[src/common/rename_pkg.sv]
`default_nettype none

package rename_pkg;

    // Machine sizes
    localparam int NUM_BRANCHES  = 4;
    localparam int NUM_ARCH_REGS = 32;
    localparam int NUM_PHYS_REGS = 64;

    localparam int ARCH_IDX_W = $clog2(NUM_ARCH_REGS);
    localparam int PHYS_IDX_W = $clog2(NUM_PHYS_REGS);
    localparam int ROB_IDX_W  = 5;
    localparam int TAG_CNT_W  = $clog2(NUM_BRANCHES + 1);

    typedef logic [ARCH_IDX_W-1:0]    arch_idx_t;
    typedef logic [PHYS_IDX_W-1:0]    phys_idx_t;
    typedef logic [31:0]              addr_t;
    typedef logic [ROB_IDX_W-1:0]     rob_idx_t;
    typedef logic [NUM_BRANCHES-1:0]  b_mask_t;
    typedef phys_idx_t [NUM_ARCH_REGS-1:0] map_snap_t;
    // A one marks a free physical register
    typedef logic [NUM_PHYS_REGS-1:0] free_vec_t;

    // dest_arch of zero means the instruction has no destination
    typedef struct packed {
        logic      valid;
        logic      is_branch;
        arch_idx_t dest_arch;
        arch_idx_t src1_arch;
        arch_idx_t src2_arch;
        addr_t     recovery_pc;
        rob_idx_t  rob_tail;
    } dispatch_req_t;

    typedef struct packed {
        logic      accept;
        phys_idx_t dest_phys;
        phys_idx_t prev_phys;
        phys_idx_t src1_phys;
        phys_idx_t src2_phys;
        b_mask_t   b_mask;
        b_mask_t   b_tag;
    } dispatch_resp_t;

    typedef struct packed {
        logic    valid;
        b_mask_t tag;
        logic    mispred;
    } resolve_t;

    typedef struct packed {
        addr_t     recovery_pc;
        rob_idx_t  rob_tail;
        b_mask_t   deps;
        map_snap_t map;
        free_vec_t free;
    } checkpoint_t;

    typedef struct packed {
        logic      valid;
        addr_t     pc;
        rob_idx_t  rob_tail;
        map_snap_t map;
        free_vec_t free;
    } restore_t;

    typedef struct packed {
        logic      valid;
        phys_idx_t phys;
    } retire_t;

endpackage

`default_nettype wire

[src/branch_stack/branch_stack.sv]
`timescale 1ns/1ps
`default_nettype none

module branch_stack (
    input  logic                  clock,
    input  logic                  reset,
    input  logic                  push,
    input  rename_pkg::b_mask_t   push_tag,
    input  rename_pkg::b_mask_t   push_deps,
    input  rename_pkg::addr_t     push_pc,
    input  rename_pkg::rob_idx_t  push_rob_tail,
    input  rename_pkg::map_snap_t map_snap,
    input  rename_pkg::free_vec_t free_snap,
    input  rename_pkg::resolve_t  resolve,
    output rename_pkg::restore_t  restore,
    output rename_pkg::b_mask_t   squash_tags
);
    import rename_pkg::*;

    checkpoint_t entries      [NUM_BRANCHES];
    checkpoint_t next_entries [NUM_BRANCHES];

    logic mispred;
    logic correct;

    assign mispred = resolve.valid && resolve.mispred;
    assign correct = resolve.valid && !resolve.mispred;

    // The mispredicted tag plus every younger branch that depends on it
    always_comb begin
        for (int i = 0; i < NUM_BRANCHES; i++) begin
            squash_tags[i] = mispred &&
                             (resolve.tag[i] || ((entries[i].deps & resolve.tag) != '0));
        end
    end

    // Restore packet read straight out of the tagged checkpoint
    always_comb begin
        restore = '0;
        for (int i = 0; i < NUM_BRANCHES; i++) begin
            if (mispred && resolve.tag[i]) begin
                restore.valid    = 1'b1;
                restore.pc       = entries[i].recovery_pc;
                restore.rob_tail = entries[i].rob_tail;
                restore.map      = entries[i].map;
                restore.free     = entries[i].free;
            end
        end
    end

    always_comb begin
        for (int i = 0; i < NUM_BRANCHES; i++) begin
            next_entries[i] = entries[i];

            // Released entries drop their deps so stale bits never match a later squash
            if (squash_tags[i] || (correct && resolve.tag[i])) begin
                next_entries[i].deps = '0;
            end else if (correct) begin
                next_entries[i].deps = entries[i].deps & ~resolve.tag;
            end

            // New checkpoint lands in the slot of its own tag
            if (push && push_tag[i]) begin
                next_entries[i].recovery_pc = push_pc;
                next_entries[i].rob_tail    = push_rob_tail;
                next_entries[i].deps        = push_deps;
                next_entries[i].map         = map_snap;
                next_entries[i].free        = free_snap;
            end
        end
    end

    always_ff @(posedge clock) begin
        if (reset) begin
            for (int i = 0; i < NUM_BRANCHES; i++) begin
                entries[i].deps <= '0;
            end
        end else begin
            for (int i = 0; i < NUM_BRANCHES; i++) begin
                entries[i] <= next_entries[i];
            end
        end
    end

endmodule

`default_nettype wire

[src/branch_stack/branch_tag_alloc.sv]
`timescale 1ns/1ps
`default_nettype none

module branch_tag_alloc (
    input  logic                                clock,
    input  logic                                reset,
    input  logic                                alloc,
    input  rename_pkg::resolve_t                resolve,
    input  rename_pkg::b_mask_t                 squash_tags,
    output rename_pkg::b_mask_t                 new_tag,
    output rename_pkg::b_mask_t                 cur_mask,
    output logic                                tag_free,
    output logic [rename_pkg::TAG_CNT_W-1:0]    free_tags
);
    import rename_pkg::*;

    b_mask_t busy;
    b_mask_t clear_tags;
    b_mask_t next_busy;

    logic [TAG_CNT_W-1:0] busy_count;

    // Tags released this cycle, by a correct resolve or by a squash
    assign clear_tags = squash_tags |
                        ((resolve.valid && !resolve.mispred) ? resolve.tag : '0);

    // Same-cycle dispatch already sees released tags as gone
    assign cur_mask = busy & ~clear_tags;
    assign tag_free = ~&cur_mask;

    // Lowest free tag wins, as a one-hot mask
    always_comb begin
        new_tag = '0;
        for (int i = NUM_BRANCHES - 1; i >= 0; i--) begin
            if (!cur_mask[i]) begin
                new_tag    = '0;
                new_tag[i] = 1'b1;
            end
        end
    end

    always_comb begin
        next_busy = cur_mask;
        if (alloc) begin
            next_busy = next_busy | new_tag;
        end

        busy_count = '0;
        for (int i = 0; i < NUM_BRANCHES; i++) begin
            busy_count = busy_count + TAG_CNT_W'(next_busy[i]);
        end
    end

    always_ff @(posedge clock) begin
        if (reset) begin
            busy      <= '0;
            free_tags <= TAG_CNT_W'(NUM_BRANCHES);
        end else begin
            busy      <= next_busy;
            free_tags <= TAG_CNT_W'(NUM_BRANCHES) - busy_count;
        end
    end

endmodule

`default_nettype wire

[src/source/free_list.sv]
`timescale 1ns/1ps
`default_nettype none

module free_list (
    input  logic                  clock,
    input  logic                  reset,
    input  logic                  alloc,
    input  rename_pkg::retire_t   retire,
    input  rename_pkg::restore_t  restore,
    output rename_pkg::phys_idx_t alloc_phys,
    output logic                  has_free,
    output rename_pkg::free_vec_t snap
);
    import rename_pkg::*;

    free_vec_t free_bits;
    free_vec_t next_free;

    assign snap     = free_bits;
    assign has_free = |free_bits;

    // Priority search, lowest index first
    always_comb begin
        alloc_phys = '0;
        for (int i = NUM_PHYS_REGS - 1; i >= 0; i--) begin
            if (free_bits[i]) begin
                alloc_phys = phys_idx_t'(i);
            end
        end
    end

    always_comb begin
        next_free = free_bits;

        if (alloc) begin
            next_free[alloc_phys] = 1'b0;
        end

        // Checkpoint vector is merged, never copied over the current one
        if (restore.valid) begin
            next_free = next_free | restore.free;
        end

        if (retire.valid) begin
            next_free[retire.phys] = 1'b1;
        end
    end

    always_ff @(posedge clock) begin
        if (reset) begin
            // Low half backs the identity map, upper half starts free
            for (int i = 0; i < NUM_PHYS_REGS; i++) begin
                free_bits[i] <= (i >= NUM_ARCH_REGS);
            end
        end else begin
            free_bits <= next_free;
        end
    end

endmodule

`default_nettype wire

[src/source/map_table.sv]
`timescale 1ns/1ps
`default_nettype none

module map_table (
    input  logic                  clock,
    input  logic                  reset,
    input  rename_pkg::arch_idx_t src1_arch,
    input  rename_pkg::arch_idx_t src2_arch,
    input  rename_pkg::arch_idx_t dest_arch,
    input  logic                  write,
    input  rename_pkg::phys_idx_t dest_phys,
    input  rename_pkg::restore_t  restore,
    output rename_pkg::phys_idx_t src1_phys,
    output rename_pkg::phys_idx_t src2_phys,
    output rename_pkg::phys_idx_t prev_phys,
    output rename_pkg::map_snap_t snap
);
    import rename_pkg::*;

    map_snap_t map;
    map_snap_t next_map;

    // Lookups see the map before this cycle's write
    assign src1_phys = map[src1_arch];
    assign src2_phys = map[src2_arch];
    assign prev_phys = map[dest_arch];

    // Whole map goes to the branch stack as a checkpoint
    assign snap = map;

    always_comb begin
        next_map = map;
        if (restore.valid) begin
            // Misprediction rolls back every mapping at once
            next_map = restore.map;
        end else if (write) begin
            next_map[dest_arch] = dest_phys;
        end
    end

    always_ff @(posedge clock) begin
        if (reset) begin
            // Identity map: arch reg i lives in phys reg i
            for (int i = 0; i < NUM_ARCH_REGS; i++) begin
                map[i] <= phys_idx_t'(i);
            end
        end else begin
            map <= next_map;
        end
    end

endmodule

`default_nettype wire

[src/source/rename_top.sv]
`timescale 1ns/1ps
`default_nettype none

module rename_top (
    input  logic                             clock,
    input  logic                             reset,
    input  rename_pkg::dispatch_req_t        req,
    input  rename_pkg::resolve_t             resolve,
    input  rename_pkg::retire_t              retire,
    output rename_pkg::dispatch_resp_t       resp,
    output logic                             stall,
    output logic                             restore_valid,
    output rename_pkg::addr_t                restore_pc,
    output rename_pkg::rob_idx_t             restore_rob_tail,
    output logic [rename_pkg::TAG_CNT_W-1:0] free_tags
);
    import rename_pkg::*;

    b_mask_t   new_tag;
    b_mask_t   cur_mask;
    b_mask_t   squash_tags;
    logic      tag_free;
    logic      has_free;
    logic      needs_dest;
    logic      accept;
    logic      alloc_reg;
    logic      push_branch;
    phys_idx_t alloc_phys;
    phys_idx_t src1_phys;
    phys_idx_t src2_phys;
    phys_idx_t prev_phys;
    map_snap_t map_snap;
    free_vec_t free_snap;
    restore_t  restore;

    // Branches never write a register, so only plain ops with a dest need one
    assign needs_dest = !req.is_branch && (req.dest_arch != '0);

    assign stall = req.valid &&
                   ((needs_dest && !has_free) || (req.is_branch && !tag_free));

    // A misprediction in flight drops this cycle's dispatch
    assign accept      = req.valid && !restore.valid && !stall;
    assign alloc_reg   = accept && needs_dest;
    assign push_branch = accept && req.is_branch;

    always_comb begin
        resp           = '0;
        resp.accept    = accept;
        resp.dest_phys = needs_dest ? alloc_phys : '0;
        resp.prev_phys = needs_dest ? prev_phys : '0;
        resp.src1_phys = src1_phys;
        resp.src2_phys = src2_phys;
        resp.b_mask    = cur_mask;
        resp.b_tag     = req.is_branch ? new_tag : '0;
    end

    assign restore_valid    = restore.valid;
    assign restore_pc       = restore.pc;
    assign restore_rob_tail = restore.rob_tail;

    branch_tag_alloc branch_tag_alloc_inst (
        .clock       (clock),
        .reset       (reset),
        .alloc       (push_branch),
        .resolve     (resolve),
        .squash_tags (squash_tags),
        .new_tag     (new_tag),
        .cur_mask    (cur_mask),
        .tag_free    (tag_free),
        .free_tags   (free_tags)
    );

    branch_stack branch_stack_inst (
        .clock         (clock),
        .reset         (reset),
        .push          (push_branch),
        .push_tag      (new_tag),
        .push_deps     (cur_mask),
        .push_pc       (req.recovery_pc),
        .push_rob_tail (req.rob_tail),
        .map_snap      (map_snap),
        .free_snap     (free_snap),
        .resolve       (resolve),
        .restore       (restore),
        .squash_tags   (squash_tags)
    );

    map_table map_table_inst (
        .clock     (clock),
        .reset     (reset),
        .src1_arch (req.src1_arch),
        .src2_arch (req.src2_arch),
        .dest_arch (req.dest_arch),
        .write     (alloc_reg),
        .dest_phys (alloc_phys),
        .restore   (restore),
        .src1_phys (src1_phys),
        .src2_phys (src2_phys),
        .prev_phys (prev_phys),
        .snap      (map_snap)
    );

    free_list free_list_inst (
        .clock      (clock),
        .reset      (reset),
        .alloc      (alloc_reg),
        .retire     (retire),
        .restore    (restore),
        .alloc_phys (alloc_phys),
        .has_free   (has_free),
        .snap       (free_snap)
    );

endmodule

`default_nettype wire

[config.mk]
export PLATFORM = sky130hd
export DESIGN_NAME = rename_top
export DESIGN_NICKNAME = d
export VERILOG_FILES = /design/src/common/rename_pkg.sv /design/src/branch_stack/branch_stack.sv /design/src/branch_stack/branch_tag_alloc.sv /design/src/source/free_list.sv /design/src/source/map_table.sv /design/src/source/rename_top.sv
export SDC_FILE = /design/constraint.sdc
export NUM_CORES = 2
export LEC_CHECK = 0
export BUFFER_PORTS_ARGS = -buffer_cell sky130_fd_sc_hd__buf_2
export CAP_MARGIN = 40
export CELL_PAD_IN_SITES_DETAIL_PLACEMENT = 0
export CELL_PAD_IN_SITES_GLOBAL_PLACEMENT = 1
export CORE_UTILIZATION = 47
export DETAILED_ROUTE_END_ITERATION = 8
export GPL_TIMING_DRIVEN = 0
export PLACE_DENSITY = 0.72
export SKIP_LAST_GASP = 1
export SLEW_MARGIN = 20
export SYNTH_ARGS = -nofsm -noshare
export SYNTH_HDL_FRONTEND = slang
export SYNTH_SLANG_ARGS = --single-unit
[constraint.sdc]
create_clock -name clock -period 18.1 [get_ports clock]
set_input_delay 3.62 -clock clock [delete_from_list [all_inputs] [get_ports clock]]
set_output_delay 3.62 -clock clock [all_outputs]
set_load 0.01 [all_outputs]
* After elaboration in Yosys (flattened, before gate mapping)
Memory sizes are Yosys's and may differ from the RTL's.
Cells that the tools add are included.
** Storage, ports and cells
- Register bits after elaboration :: 263
- RAM bits :: 1188
- Memories kept :: 1
** Memories
- branch_stack_inst.entries :: depth 4, width 297, read ports 4, clocked after memory_dff 0, wr ports 4, line branch_stack.sv:20 : checkpoint_t entries [NUM_BRANCHES];
** Cells by class
- Add/sub/neg operators :: 4
- Magnitude comparators :: 8
- Muxes and demuxes :: 114
- Bitwise gates (word level) :: 21
- Reduce and logical (&&, ||, !) cells :: 51
** Operators by type and width (count)
- $mux W297 :: 4
- $mux W294 :: 4
- $mux W6 :: 70
- $mux W192 :: 2
- $bwmux W192 :: 1
- $mux W64 :: 3
- $or A64 B64 Y64 :: 2
- $bmux W6 S5 :: 3
- $mux W4 :: 19
- $and A64 B64 Y64 :: 1
- $not A64 Y64 :: 1
- $reduce_or A64 Y1 :: 1
- $and A4 B4 Y4 :: 9
- $demux W6 S5 :: 1
- $logic_and A1 B1 Y1 :: 29
- $lt A5 B6 Y1 const B :: 3
- $reduce_bool A4 Y1 :: 4
- $lt A6 B7 Y1 const B :: 2
- $demux W1 S6 :: 2
- $ge A6 B1 Y1 const B :: 2
- $logic_or A1 B1 Y1 :: 9
- $not A4 Y4 :: 2
- $or A4 B4 Y4 :: 2
- $add A3 B1 Y3 :: 2
- other kinds (9) :: 20

* Depth between registers and ports, before layout
- Depth after elaboration :: 75
- Gate-level depth with buffers :: 16
- Mapped depth without buffers :: 15

* Modules after synthesis
A second synthesis with hierarchy kept.
** Second synthesis, totals
- Cell total of the unflattened synthesis :: 4335
- Area, all modules :: 61514.0 um2
** By module, submodules not included
- branch_stack :: times used 1, cells each 2315, area an instance 42615.9 um2, seq. area each 35434.0 um2
- map_table :: times used 1, cells each 1388, area an instance 13948.4 um2, seq. area each 3843.7 um2
- free_list :: times used 1, cells each 561, area an instance 4369.2 um2, seq. area each 1281.2 um2
- branch_tag_alloc :: times used 1, cells each 43, area an instance 384.1 um2, seq. area each 140.1 um2
- rename_top :: times used 1, cells each 28, area an instance 196.4 um2, seq. area each 0.0 um2

* Least setup slack after synthesis
OpenSTA, ideal clock, no wires.
- Kind :: in2reg
- Start :: in resolve[4] (netlist name)
- End :: mem branch_stack_inst.entries[3][0] (netlist name), enable pin
- Library setup time :: 0.955 ns
- Arrival time :: 17.514 ns
- Required time :: 17.145 ns
- Path slack :: -0.369 ns
- Stages on the path :: 10
- Path through :: clkbuf_1 -> a222oi_1 -> nor2_1 -> o21ai_0 -> nand2_1 -> inv_1 -> nand2_1 -> nor3_1 -> nand2_1 -> nor2_1
** RTL lines
- from (decl) :: line rename_top.sv:8 : input rename_pkg::resolve_t resolve,
- to (decl) :: line branch_stack.sv:20

==> run summary <==
The flow ran to the end, and the final reports show no timing, DRC or antenna violations. The final critical delay including setup and external delays works out to 11,000 ps. Headroom to the max-slew limit came out at 32.7%.

Once detail routing completed, the nets flagged for antenna violations numbered 0. For the number of warnings printed during yosys synthesis, the log shows 0. The floorplan step defined a core boundary enclosing 0.126 sq mm. The final-report max-slew violation count came out at 0. In this run, placement finished with an instance count of 6,204. Counting the buffers created by CTS gives 154. The upper clock frequency limit came out at 0.0909 GHz.

The run gives 7380 ps as the arrival time at the worst endpoint. Hold timing on the final database bottoms out at a slack of 460 ps. The run gives 72 as the count of different cell masters after synthesis.

The synthesized design contains 1,172 enable-type register cells. The root buffer cell chosen for the clock tree is clkbuf_16. The instance count of the mapped netlist is 4,274. By area the synthesized netlist is led by edfxtp_1, dfxtp_1, mux4_2, a221oi_1, nor2_1. For this block, the initial DRC count from the detailed router was 6,996. The mapped netlist covers 0.0598 sq mm. The run gives 1,447 as the TritonCTS sink count. The kind of critical path is in -> out. The logs give 55.8% for the core utilization of the finished layout and 14,480 ps for the critical path data required time. edfxtp_1 takes more of the synthesized area than any other cell. For this run, the register share of the synthesized area comes to 68.1%. The die is 359 um wide. The total congestion overflow came out at 0. Across the routed clock network, the largest skew measured is 48.5 ps.

The wire length after detailed routing is 237,000 um. Setup repair after global routing left no endpoint under its margin. Leaving out fill and tap cells, the most frequent cell in the layout is edfxtp_1. Max-cap violation count: 0. The tools report the hold buffer count at cts as 0. The maximum root-to-sink buffer count was 3; the transition at the pin with the smallest max-transition slack was 1010 ps.

The average footprint of a synthesized cell works out to 14.0 sq um. Total power after layout: 7.73 mW. In this run the worst hold path is classified as reg -> reg. Number of hold violations in the final report: 0.

The synthesized design devotes to its leading area cell type 58.9% of total area. The count of cells along the worst register-to-register path was 12. The layout-stage area growth over the synthesis result works out to 17.6%.

The prevailing post-synth register cell was edfxtp_1. Using the TritonRoute via totals, the vias-per-cell ratio works out to 6.87. The startpoint of the worst register-to-register path is free_list_inst.snap[26].

For hold timing, the worst endpoint is map_table_inst.snap[80]. TritonCTS built the clock tree. The run gives 26 as the pin count of the biggest net entering global routing.

The summed negative setup slack over all endpoints came out at 0 ps. The startpoint of the tightest hold check path is branch_stack_inst.entries[3][144]. Power density over the cells: 110 mW/mm^2. The final critical path takes up 60.8% of the cycle.

For this run, asynchronously set or reset flops after synthesis account for 0%. In this run the worst setup path begins at req[48]. Across the VDD grid, the largest voltage drop is 0.000108 V. The sum of net half-perimeters after detailed placement was 173,000 um.

The die covers 0.129 sq mm. Before antenna repair, the detailed router went through 8 iterations. The register bit count reported by yosys was 1,447; the per-cell routed wire length was 36.3 um. The starting density of the core is 47.5%, and the number of gates given a new drive strength after cts is 0. Global routing used 36.7% of the available tracks. The die outline height was 359 um; the number of global-route vias before repair was 41,200.

Along the worst path, the maximum fanout reaches 10. Port buffering added 127 buffers. The logs give 1.04 for the last weighted congestion value of the routability-driven placer and 4,348 for the post-synthesis net count.

The cell row count was 130. Leaving out fill and tap cells, the most frequent cells in the layout are edfxtp_1, nor2_1, clkbuf_1. The clock reaches the later pin of the worst-skew pair after 820 ps.

After clock tree synthesis, the clock-pin slew on the worst setup and hold paths is 60 ps. In this run the post-CTS setup repair buffer count came out at 0. The hold path depth came out at 1. The type of element launching the critical path is a primary input.

The reported leakage power is 22.3 nW, and the final instance count without filler cells is 6,515. The run gives 4,795 as the number of nets in the layout. Summing over every cut layer, the via total after detailed routing is 44,700. The logs give 15 for the initial antenna violation count and 0 for the final setup violation count.

STA classifies the critical path endpoint as an output port. The run gives 325,000 um as the global-route wire length before repair. For the count of H-tree levels built during CTS, the log shows 4. The share of final-layout standard cells stronger than drive strength 1 works out to 16.2%. The count of boundary I/O pins is 144, and the reg-to-reg setup timing slack is 12,480 ps.

The worst flop-to-flop path endpoint is branch_tag_alloc_inst.free_tags[2]. In the routed design, unresolved DRC markers number 0.
-- metrics by stage --
stage	setup slack (ps)	cell area, sq um
after CTS	7430	70100
after global placement	-10510	62500
after floorplan	188	59800
after detailed placement	7440	65100
final	7100	70300
after global routing	7340	70200
-- flip-flops by register name (all words and copies together), names as in the netlist --
signal	flops
branch_tag_alloc_inst.free_tags	3
free_list_inst.snap	64
branch_stack_inst.entries	1184
map_table_inst.snap	192
branch_tag_alloc_inst.busy	4
-- worst max-delay path, stage by stage --
cell      delay (ps)
clkbuf_1         690
buf_1            760
clkbuf_1         750
mux4_2           470
a221oi_1         110
a31oi_1          690
buf_2            260
-- report_power, final --
group / leakage [nW] / switching [mW] / internal [mW]
Combinational: 7.22 / 0.535 / 0.254
Sequential: 12.6 / 0.138 / 3.67
Clock: 2.45 / 1.32 / 1.82
Total: 22.3 / 1.99 / 5.74
-- area by class of cell --
class | instances | area, sq um
Fill cell | 10300 | 55600
Inverter | 30 | 113
Clock inverter | 67 | 649
Sequential cell | 1447 | 40700
Tap cell | 1650 | 2060
Buffer | 364 | 1440
Multi-Input combinational cell | 2433 | 17600
Timing Repair Buffer | 291 | 3250
Antenna cell | 17 | 42.5
Clock buffer | 216 | 4360
-- cell usage after synthesis (102+ instances only) --
| cell type | number |
|---|---|
| o21ai_0 | 259 |
| dfxtp_1 | 275 |
| clkbuf_1 | 290 |
| a221oi_1 | 263 |
| edfxtp_1 | 1172 |
| a21oi_1 | 159 |
| a211oi_1 | 102 |
| nand2_1 | 149 |
| mux4_2 | 168 |
| a221o_1 | 108 |
| nor3_1 | 170 |
| nor2_1 | 456 |
-- cell families (layout without fill, tap and decap cells) --
logic type      after synthesis  in the layout  synth area share (%)
xor+xnor                      1              1                0.0147
other cells                   0             17                     0
mux                         181            181                  6.58
fa+ha+maj                     5              5                 0.105
buf+inv                     394            968                  2.53
simple gates               1005           1005                  7.62
compound gates             1241           1241                  15.0
flops                      1447           1447                  68.1
-- worst max-delay path by stage --
| stage | end | slack (ps) | depth (start not counted) |
|---|---|---|---|
| 2_1_floorplan | branch_stack_inst.entries[0][0] | 190 | 7 |
| 3_3_place_gp | branch_stack_inst.entries[1][160] | -10510 | 6 |
| 3_5_place_dp | restore_pc[30] | 7440 | 9 |
| 4_1_cts | restore_pc[30] | 7430 | 9 |
| 5_1_grt | resp[23] | 7340 | 7 |
| 6_report | resp[23] | 7100 | 7 |
-- layer usage --
metal  part of all wire (%)  track usage (%)
met3                     13             12.3
met2                     43             52.5
met4                    4.8             16.3
met5                  0.071                0
met1                     39             50.8
(Power assumes the default switching activity.)
